$ cat src/hw/MicroOpTypes.sv
// Micro-op definitions shared by dispatch and the issue queue
// Import wherever a dispatched op or a physical register number is handled

package MicroOpTypes;

    typedef enum logic [1:0] {
        OP_INT     = 2'd0,
        OP_MEM     = 2'd1,
        OP_COMPLEX = 2'd2
    } OpType;

    typedef enum logic {MEM_LOAD = 1'b0, MEM_STORE = 1'b1} MemSubType;

    typedef enum logic {COMPLEX_MUL = 1'b0, COMPLEX_DIV = 1'b1} ComplexSubType;

    localparam int PHY_REG_WIDTH = 5;
    localparam int PHY_REG_NUM = 1 << PHY_REG_WIDTH;
    localparam int OP_TAG_WIDTH = 4;

    typedef logic [PHY_REG_WIDTH-1:0] PhyRegNum;
    typedef logic [OP_TAG_WIDTH-1:0] OpTag;

    typedef struct packed {
        OpType opType;
        // Read as MemSubType or ComplexSubType depending on opType
        logic subType;
        logic srcValidA;
        PhyRegNum srcRegA;
        logic srcValidB;
        PhyRegNum srcRegB;
        logic dstValid;
        PhyRegNum dstReg;
        OpTag opTag;
    } DispatchOp;

endpackage

$ cat src/hw/SchedulerTypes.sv
// Issue queue definitions: lanes, class flags, issued ops and wakeup tags
// Import together with MicroOpTypes in the issue-stage modules

package SchedulerTypes;

    import MicroOpTypes::*;

    typedef enum logic [1:0] {
        LANE_INT     = 2'd0,
        LANE_COMPLEX = 2'd1,
        LANE_LOAD    = 2'd2,
        LANE_STORE   = 2'd3
    } IssueLane;

    localparam int LANE_NUM = 4;

    // Issued entry pointer, wide enough for a queue of up to 16 entries
    localparam int ENTRY_PTR_WIDTH = 4;
    typedef logic [ENTRY_PTR_WIDTH-1:0] EntryPtr;

    typedef struct packed {
        logic isInt;
        logic isComplex;
        logic isDiv;
        logic isLoad;
        logic isStore;
    } OpClass;

    typedef struct packed {
        logic valid;
        EntryPtr entryPtr;
        OpTag opTag;
        logic dstValid;
        PhyRegNum dstReg;
        logic isDiv;
    } IssuedOp;

    typedef struct packed {
        logic valid;
        PhyRegNum num;
    } WakeupTag;

endpackage

$ cat src/hw/OpClassifier.sv
// Decodes a dispatched op into the class flags kept by the scheduler
// Purely combinational, sits on the dispatch path

`timescale 1ns/1ps

module OpClassifier
    import MicroOpTypes::*, SchedulerTypes::*;
(
    input  DispatchOp op,
    output OpClass    opClass
);

    always_comb begin
        opClass = '0;
        case (op.opType)
            OP_INT: begin
                opClass.isInt = 1'b1;
            end
            OP_MEM: begin
                if (MemSubType'(op.subType) == MEM_STORE) begin
                    opClass.isStore = 1'b1;
                end else begin
                    opClass.isLoad = 1'b1;
                end
            end
            OP_COMPLEX: begin
                // Mul and div share the complex lane
                opClass.isComplex = 1'b1;
                opClass.isDiv = (ComplexSubType'(op.subType) == COMPLEX_DIV);
            end
            default: begin
                opClass = '0;
            end
        endcase
    end

    // An unknown opType would leave the op without a lane
    always_comb begin
        assert ($onehot({opClass.isInt, opClass.isComplex, opClass.isLoad, opClass.isStore}))
            else $error("op without exactly one issue lane");
    end

endmodule

$ cat src/hw/Scheduler.sv
// Per-entry state of the issue queue
// Tracks which entries wait for issue and which lane they belong to,
// and turns that into one request vector per lane

`timescale 1ns/1ps

module Scheduler
    import SchedulerTypes::*;
#(
    parameter int ENTRY_NUM = 8,
    localparam int PTR_WIDTH = $clog2(ENTRY_NUM)
) (
    input  logic                                clk,
    input  logic                                rst,
    input  logic                                write,
    input  logic [PTR_WIDTH-1:0]                writePtr,
    input  OpClass                              opClass,
    input  logic [ENTRY_NUM-1:0]                flushVector,
    input  logic [LANE_NUM-1:0][ENTRY_NUM-1:0]  grant,
    input  logic                                divFree,
    output logic [ENTRY_NUM-1:0]                notIssued,
    output logic [LANE_NUM-1:0][ENTRY_NUM-1:0]  request
);

    OpClass entryClass [ENTRY_NUM];

    logic [ENTRY_NUM-1:0] granted;
    logic [ENTRY_NUM-1:0] writeMask;
    logic [ENTRY_NUM-1:0] live;

    always_comb begin
        granted = '0;
        for (int l = 0; l < LANE_NUM; l++) begin
            granted |= grant[l];
        end
        writeMask = '0;
        if (write) begin
            writeMask[writePtr] = 1'b1;
        end
    end

    // A new dispatch wins over a flush of the same slot
    always_ff @(posedge clk) begin
        if (rst) begin
            notIssued <= '0;
        end else begin
            notIssued <= (notIssued & ~(granted | flushVector)) | writeMask;
        end
    end

    always_ff @(posedge clk) begin
        if (write) begin
            entryClass[writePtr] <= opClass;
        end
    end

    // Entries being flushed this cycle must not be picked
    assign live = notIssued & ~flushVector;

    always_comb begin
        for (int i = 0; i < ENTRY_NUM; i++) begin
            request[LANE_INT][i] = live[i] && entryClass[i].isInt;
            // Only one divide may be in the divider at a time
            request[LANE_COMPLEX][i] = live[i] && entryClass[i].isComplex
                                       && (!entryClass[i].isDiv || divFree);
            request[LANE_LOAD][i] = live[i] && entryClass[i].isLoad;
            request[LANE_STORE][i] = live[i] && entryClass[i].isStore;
        end
    end

    // Dispatch side must only pick free entries
    assert property (@(posedge clk) disable iff (rst) write |-> !notIssued[writePtr])
        else $error("dispatch overwrote a waiting entry");

    // Select must stay inside what was requested
    assert property (@(posedge clk) disable iff (rst) (grant & ~request) == '0)
        else $error("grant to a non-requesting entry");

endmodule

$ cat src/hw/WakeupSelect.sv
// Source readiness and select for the issue queue
// Holds the physical register ready table, per-entry source tags and payload,
// and picks the lowest ready entry on each lane

`timescale 1ns/1ps

module WakeupSelect
    import MicroOpTypes::*, SchedulerTypes::*;
#(
    parameter int ENTRY_NUM = 8,
    localparam int PTR_WIDTH = $clog2(ENTRY_NUM)
) (
    input  logic                                clk,
    input  logic                                rst,
    input  logic                                write,
    input  logic [PTR_WIDTH-1:0]                writePtr,
    input  DispatchOp                           op,
    input  logic [ENTRY_NUM-1:0]                notIssued,
    input  logic [LANE_NUM-1:0][ENTRY_NUM-1:0]  request,
    input  logic                                stall,
    input  WakeupTag                            wakeup,
    output logic [LANE_NUM-1:0][ENTRY_NUM-1:0]  grant,
    output IssuedOp                             grantedOp [LANE_NUM]
);

    typedef struct packed {
        PhyRegNum num;
        logic ready;
    } SrcState;

    typedef struct packed {
        OpTag opTag;
        logic dstValid;
        PhyRegNum dstReg;
        logic isDiv;
    } EntryInfo;

    logic [PHY_REG_NUM-1:0] phyReady;
    SrcState srcA [ENTRY_NUM];
    SrcState srcB [ENTRY_NUM];
    EntryInfo entryInfo [ENTRY_NUM];

    logic [ENTRY_NUM-1:0] entryReady;
    logic [LANE_NUM-1:0][ENTRY_NUM-1:0] candidate;

    // Same-cycle wakeup counts as ready
    function automatic SrcState newSrc(input logic valid, input PhyRegNum num,
                                       input logic [PHY_REG_NUM-1:0] readyTable,
                                       input WakeupTag wk);
        SrcState s;
        s.num = num;
        s.ready = !valid || readyTable[num] || (wk.valid && wk.num == num);
        return s;
    endfunction

    always_ff @(posedge clk) begin
        if (rst) begin
            phyReady <= '1;
        end else begin
            if (wakeup.valid) begin
                phyReady[wakeup.num] <= 1'b1;
            end
            if (write && op.dstValid) begin
                phyReady[op.dstReg] <= 1'b0;
            end
        end
    end

    // Waiting entries match the wakeup tag and a new dispatch overrides its slot
    always_ff @(posedge clk) begin
        for (int i = 0; i < ENTRY_NUM; i++) begin
            if (notIssued[i] && wakeup.valid) begin
                if (srcA[i].num == wakeup.num) begin
                    srcA[i].ready <= 1'b1;
                end
                if (srcB[i].num == wakeup.num) begin
                    srcB[i].ready <= 1'b1;
                end
            end
        end
        if (write) begin
            srcA[writePtr] <= newSrc(op.srcValidA, op.srcRegA, phyReady, wakeup);
            srcB[writePtr] <= newSrc(op.srcValidB, op.srcRegB, phyReady, wakeup);
            entryInfo[writePtr].opTag <= op.opTag;
            entryInfo[writePtr].dstValid <= op.dstValid;
            entryInfo[writePtr].dstReg <= op.dstReg;
            entryInfo[writePtr].isDiv <= (op.opType == OP_COMPLEX)
                                         && (ComplexSubType'(op.subType) == COMPLEX_DIV);
        end
    end

    // Lowest-index pick per lane
    always_comb begin
        for (int i = 0; i < ENTRY_NUM; i++) begin
            entryReady[i] = srcA[i].ready && srcB[i].ready;
        end
        for (int l = 0; l < LANE_NUM; l++) begin
            candidate[l] = request[l] & entryReady;
            grant[l] = stall ? '0 : candidate[l] & (~candidate[l] + ENTRY_NUM'(1));
        end
    end

    always_comb begin
        for (int l = 0; l < LANE_NUM; l++) begin
            grantedOp[l] = '0;
            for (int i = 0; i < ENTRY_NUM; i++) begin
                if (grant[l][i]) begin
                    grantedOp[l].valid = 1'b1;
                    grantedOp[l].entryPtr = EntryPtr'(i);
                    grantedOp[l].opTag = entryInfo[i].opTag;
                    grantedOp[l].dstValid = entryInfo[i].dstValid;
                    grantedOp[l].dstReg = entryInfo[i].dstReg;
                    grantedOp[l].isDiv = entryInfo[i].isDiv;
                end
            end
        end
    end

    for (genvar l = 0; l < LANE_NUM; l++) begin : gGrantCheck
        assert property (@(posedge clk) disable iff (rst) $onehot0(grant[l]))
            else $error("more than one grant on lane %0d", l);
    end

endmodule

$ cat src/hw/IssueBroadcast.sv
// Issue registers and result-tag broadcast
// Non-div destinations go out as soon as they issue, a divide's destination
// follows after the divider latency and takes priority on the shared tag

`timescale 1ns/1ps

module IssueBroadcast
    import MicroOpTypes::*, SchedulerTypes::*;
#(
    parameter int DIV_LATENCY = 6,
    localparam int CNT_WIDTH = $clog2(DIV_LATENCY + 1)
) (
    input  logic     clk,
    input  logic     rst,
    input  IssuedOp  grantedOp [LANE_NUM],
    output IssuedOp  issued [LANE_NUM],
    output WakeupTag wakeup,
    output logic     divFree
);

    logic divBusy;
    logic [CNT_WIDTH-1:0] divCount;
    WakeupTag divTag;
    logic divFire;

    // Destinations still to broadcast, one bit per physical register
    logic [PHY_REG_NUM-1:0] pendingMask;
    logic [PHY_REG_NUM-1:0] newMask;
    logic [PHY_REG_NUM-1:0] candMask;
    logic [PHY_REG_NUM-1:0] pickMask;

    always_ff @(posedge clk) begin
        if (rst) begin
            for (int l = 0; l < LANE_NUM; l++) begin
                issued[l] <= '0;
            end
            pendingMask <= '0;
            divBusy <= 1'b0;
            divCount <= '0;
        end else begin
            for (int l = 0; l < LANE_NUM; l++) begin
                issued[l] <= grantedOp[l];
            end
            pendingMask <= candMask & ~pickMask;
            if (grantedOp[LANE_COMPLEX].valid && grantedOp[LANE_COMPLEX].isDiv) begin
                divBusy <= 1'b1;
                divCount <= CNT_WIDTH'(DIV_LATENCY);
            end else if (divBusy) begin
                if (divCount == '0) begin
                    divBusy <= 1'b0;
                end else begin
                    divCount <= divCount - 1'b1;
                end
            end
        end
    end

    always_ff @(posedge clk) begin
        if (grantedOp[LANE_COMPLEX].valid && grantedOp[LANE_COMPLEX].isDiv) begin
            divTag.valid <= grantedOp[LANE_COMPLEX].dstValid;
            divTag.num <= grantedOp[LANE_COMPLEX].dstReg;
        end
    end

    assign divFree = !divBusy;
    assign divFire = divBusy && (divCount == '0) && divTag.valid;

    always_comb begin
        newMask = '0;
        for (int l = 0; l < LANE_NUM; l++) begin
            if (issued[l].valid && issued[l].dstValid && !issued[l].isDiv) begin
                newMask[issued[l].dstReg] = 1'b1;
            end
        end
        candMask = pendingMask | newMask;
        // Div result owns the bus this cycle, the rest wait
        pickMask = divFire ? '0 : candMask & (~candMask + PHY_REG_NUM'(1));

        wakeup = '0;
        if (divFire) begin
            wakeup = divTag;
        end else begin
            for (int r = 0; r < PHY_REG_NUM; r++) begin
                if (pickMask[r]) begin
                    wakeup.valid = 1'b1;
                    wakeup.num = PhyRegNum'(r);
                end
            end
        end
    end

endmodule

$ cat src/hw/IssueQueueTop.sv
// Issue stage top level
// One op is dispatched per cycle into a chosen entry, up to four ops leave
// per cycle on the int, complex, load and store lanes

`timescale 1ns/1ps

module IssueQueueTop
    import MicroOpTypes::*, SchedulerTypes::*;
#(
    parameter int ENTRY_NUM = 8,
    parameter int DIV_LATENCY = 6,
    localparam int PTR_WIDTH = $clog2(ENTRY_NUM)
) (
    input  logic                 clk,
    input  logic                 rst,
    input  logic                 write,
    input  logic [PTR_WIDTH-1:0] writePtr,
    input  DispatchOp            op,
    input  logic                 stall,
    input  logic [ENTRY_NUM-1:0] flushVector,
    output IssuedOp              issued [LANE_NUM],
    output WakeupTag             wakeup
);

    OpClass opClass;
    logic [ENTRY_NUM-1:0] notIssued;
    logic [LANE_NUM-1:0][ENTRY_NUM-1:0] request;
    logic [LANE_NUM-1:0][ENTRY_NUM-1:0] grant;
    IssuedOp grantedOp [LANE_NUM];
    logic divFree;

    OpClassifier classifier (
        .op      (op),
        .opClass (opClass)
    );

    Scheduler #(.ENTRY_NUM(ENTRY_NUM)) scheduler (
        .clk         (clk),
        .rst         (rst),
        .write       (write),
        .writePtr    (writePtr),
        .opClass     (opClass),
        .flushVector (flushVector),
        .grant       (grant),
        .divFree     (divFree),
        .notIssued   (notIssued),
        .request     (request)
    );

    WakeupSelect #(.ENTRY_NUM(ENTRY_NUM)) wakeupSelect (
        .clk       (clk),
        .rst       (rst),
        .write     (write),
        .writePtr  (writePtr),
        .op        (op),
        .notIssued (notIssued),
        .request   (request),
        .stall     (stall),
        .wakeup    (wakeup),
        .grant     (grant),
        .grantedOp (grantedOp)
    );

    IssueBroadcast #(.DIV_LATENCY(DIV_LATENCY)) broadcast (
        .clk       (clk),
        .rst       (rst),
        .grantedOp (grantedOp),
        .issued    (issued),
        .wakeup    (wakeup),
        .divFree   (divFree)
    );

endmodule

$ cat config.mk
export PLATFORM = sky130hd
export DESIGN_NAME = IssueQueueTop
export DESIGN_NICKNAME = d
export VERILOG_FILES = /design/src/hw/MicroOpTypes.sv /design/src/hw/SchedulerTypes.sv /design/src/hw/OpClassifier.sv /design/src/hw/Scheduler.sv /design/src/hw/WakeupSelect.sv /design/src/hw/IssueBroadcast.sv /design/src/hw/IssueQueueTop.sv
export SDC_FILE = /design/constraint.sdc
export NUM_CORES = 1
export LEC_CHECK = 0
export BUFFER_PORTS_ARGS = -buffer_cell sky130_fd_sc_hd__buf_4
export CAP_MARGIN = 15
export CORE_AREA = 2 2 260 262
export CTS_CLUSTER_SIZE = 16
export DETAILED_ROUTE_END_ITERATION = 8
export DIE_AREA = 0 0 262 264
export GPL_ROUTABILITY_DRIVEN = 1
export GPL_TIMING_DRIVEN = 0
export PLACE_DENSITY = 0.57
export SETUP_SLACK_MARGIN = 0.4
export SYNTH_ARGS = -nofsm -noshare
export SYNTH_HDL_FRONTEND = slang
export SYNTH_HIERARCHICAL = 1
export SYNTH_SLANG_ARGS = --single-unit
$ cat constraint.sdc
create_clock -name clk -period 5.11 [get_ports clk]
set_clock_uncertainty 0.05 [all_clocks]
set_input_delay 0.511 -clock clk [delete_from_list [all_inputs] [get_ports clk]]
set_output_delay 0.511 -clock clk [all_outputs]
set_load 0.05 [all_outputs]
==> run summary <==
status = finished, final reports clean
Post-synth EDFFs = 214
final std cells w/o fill = 3,046
leakage power = 8.49 nW
Clock Path Buffers = 3
H-Tree Depth = 2
Die Height = 264 um
Avg WL per Cell = 26.0 um
Final TNS setup = 0 ns
Worst path max stage delay = 0.76 ns
main flop type after synthesis = edfxtp_1
clock transition time at the flip-flop clock pins of the worst setup and hold paths = 0.06 ns
Critical-path top delay cell = nor4b_1
vias in the first global route = 16.5k
Most Frequent Cell on Critical Path = buf_4
cell chosen for the clock root = clkbuf_16
startpoint types = flop
cells on worst reg2reg path = 14
PortBufs = 108
relative slew slack = 0.253
largest net degree at the start of global routing = 26
Worst Max-Slew Pin Slew = 1.12 ns
post-synthesis sequential area ratio = 0.485
Final Hold Fails = 0
total gr overflow = 0
ys async rst share = 0
Mapped Avg Cell Area = 10.0 sq um
first-pass GRT wire length = 113 mm
Final #Nets = 2,179
drt pass-1 iters = 8
Hold Startpoint = op[2]
Synth warnings = 6
Final min period = 4.65 ns
CP Class = reg2out
worst reg2reg endpoint = wakeupSelect/phyReady[3]
R2R Setup Slk = 0.53 ns
Die W = 262 um
Total GRT Usage = 0.222
worst endpoint required time = 4.55 ns
Post-DRT Antenna Nets = 0
DRC = 0
initial antenna violation count = 1
RSZ-0062 raised after global routing = false
Synth cell types = 102
worst hold path type = in2reg
Tcrit/Tclk final = 0.910
crit path cell chain = nor4b_1 > a221o_1 > a221oi_4 > nand4_4 > nor4_4 > buf_4 > a311oi_1 > o311ai_0 > o32a_2 > buf_4
maximum clock frequency = 0.215 GHz
Detailed Route WL = 79.3 mm
WP data arrival = 4.09 ns
Crit path buffers/inverters = 2
Placer Congestion = 1.01
Mapped Area = 19,700 sq um
Final setup viols = 0
Peak VDD IR = 202 uV
critical path capture point type = primary output
core area = 66,600 sq um
Clk Latency, worst-skew pair = 0.59 ns
Max Slew Vio Count = 0
Synth Register Bits = 370
Cells after DPL = 2,954
Syn Inst Count = 1,961
Crit path max-delay family = compound AO/OA/AOI/OAI gates
clk sinks = 370
drt first-iter violations = 2,294
critical-path maximum fanout = 9
proportion of layout cells with a drive suffix above 1 = 0.180
Via density = 5.73
die area = 69,200 sq um
initial core utilization = 0.296
# IOs = 110
MaxCap Viol Count = 0
Hold EP = wakeupSelect/entryInfo[0][9]
synthesis-to-finish area growth = 20.7%
Num CTS Buffers = 43
routed vias = 17.4k
Cell Rows = 95
CTS tree = yes
power per cell area = 292 nW/um^2
HPWL after DPL = 59.2 mm
r2r startpoint = broadcast/issued[20]
hold-critical path depth = 1
## Yosys cell counts, types with 16 or more instances
library cell / number / area share
a211oi_1: 18 / 0.0069
a21oi_1: 130 / 0.033
a221o_1: 28 / 0.014
a221oi_1: 45 / 0.020
a22o_1: 24 / 0.011
a22oi_1: 28 / 0.011
a311oi_1: 16 / 0.0071
a31oi_1: 18 / 0.0057
and2_1: 43 / 0.014
and3_1: 36 / 0.011
buf_2: 29 / 0.0074
clkbuf_1: 71 / 0.014
dfxtp_1: 156 / 0.16
edfxtp_1: 214 / 0.33
inv_1: 17 / 0.0032
mux2i_1: 32 / 0.016
nand2_1: 146 / 0.028
nand2b_1: 33 / 0.010
nand3_1: 64 / 0.016
nand4_1: 22 / 0.0070
nor2_1: 158 / 0.030
nor2b_1: 83 / 0.026
nor3_1: 67 / 0.017
o21a_1: 19 / 0.0073
o21ai_0: 80 / 0.020
o21bai_1: 38 / 0.015
o22ai_1: 17 / 0.0054
xnor2_1: 62 / 0.028
xor2_1: 23 / 0.010
## layout by cell type (no fill, tap or decap), types with 19 or more instances in the layout
cell and instances:
edfxtp_1 214, nor2_1 148, nand2_1 146, dfxtp_1 141
buf_4 131, a21oi_1 130, nor2b_1 82, o21ai_0 79
clkbuf_1 67, nand3_1 62, xnor2_1 62, nor3_1 59
clkbuf_16 44, a221oi_1 43, and2_1 42, o21bai_1 38
and3_1 35, nand2b_1 33, mux2i_1 32, a221o_1 28
a22oi_1 28, a22o_1 24, xor2_1 23, nand4_1 22
buf_2 21, o21a_1 19
## sequential cells by signal, indices dropped and copies added, names as in the netlist
register / count
broadcast/issued: 64
wakeupSelect/phyReady: 32
scheduler/notIssued: 8
broadcast/divBusy: 1
wakeupSelect/srcA: 48
broadcast/divTag: 6
scheduler/entryClass: 40
wakeupSelect/entryInfo: 88
wakeupSelect/srcB: 48
broadcast/divCount: 3
broadcast/pendingMask: 32
## per-stage QoR
step | hold WS (ns) | area [sq um] | util | total power, mW | setup slack, ns
2_1_floorplan | 0.424 | 19700 | - | 3.64 | 0.403
3_3_place_gp | 0.442 | 21600 | 0.325 | 3.87 | -0.903
3_5_place_dp | 0.443 | 21900 | 0.328 | 3.89 | -0.488
4_1_cts | 0.116 | 23500 | 0.353 | 6.98 | 0.401
5_1_grt | 0.119 | 23700 | 0.357 | 7.15 | 0.330
6_report | 0.138 | 23700 | 0.357 | 6.93 | 0.461
## area by class of cell
class                   instances  area, sq um
diodes                          1         2.50
plain buffers                 127          721
clock buffers                  57         1170
clock inverters                23          235
fillers                      6695        42800
inverters                      18         68.8
multi-input cells            1449         9790
flip-flops and latches        370         9570
well taps                     873         1090
repair buffers                128         1090
## how the worst max path moves through the flow
| stage | cells after the start | start | end | slack [ns] |
|---|---|---|---|---|
| final | 10 | broadcast/issued[20] | wakeup[2] | 0.46 |
| after global routing | 14 | broadcast/issued[20] | wakeupSelect/phyReady[2] | 0.33 |
| after CTS | 11 | broadcast/issued[53] | wakeup[0] | 0.40 |
| after detailed placement | 17 | broadcast/issued[50] | wakeupSelect/phyReady[17] | -0.49 |
| after global placement | 14 | broadcast/issued[15] | wakeupSelect/phyReady[29] | -0.90 |
| after floorplan | 15 | broadcast/issued[2] | wakeupSelect/srcB[1][0] | 0.40 |
## kinds of logic (layout without fill, tap and decap cells)
family,Yosys count,count (layout),share of synthesized area
AOI/OAI and AO/OA,535,535,0.190
buffers and inverters,145,353,0.0362
and+or+nand+nor,783,783,0.223
other,1,5,0.000191
DFF,370,370,0.485
xor gates and xnor gates,85,85,0.0378
muxes,40,40,0.0254
adders and majority gates,2,2,0.00127
## repair_timing
action,CTS,global route
endpoints found under the setup margin,54,54
hold buffers,0,0
gates resized for setup,45,49
buffers inserted,9,2
cloned,0,0
pin swaps,7,4
## where the power goes
group / total (mW) / internal, mW / switching, mW / leakage, nW
Combinational: 0.504 / 0.164 / 0.341 / 4.65
Clock: 3.09 / 1.79 / 1.31 / 0.684
Sequential: 3.34 / 3.25 / 0.0901 / 3.16
## layer usage
metal	vias up	track usage	routed length, um
met1	8618	0.307	34000
li1	7768	-	-
met3	141	0.0435	6910
met5	-	0	0
met4	0	0.0576	2040
met2	914	0.353	36300
## worst register-to-register path, stage by stage (launching register included)
cell	delay, ns
dfxtp_1	0.60
nor4b_1	0.77
a221o_1	0.33
a221oi_4	0.07
nand4_4	0.21
nor4_4	0.09
buf_4	0.14
a311oi_1	0.35
o311ai_0	0.25
o32a_2	0.48
buf_4	0.24
clkbuf_4	0.25
nor3_1	0.43
a21oi_1	0.13
o21bai_1	0.14
Power figures use the tool's default switching activity.
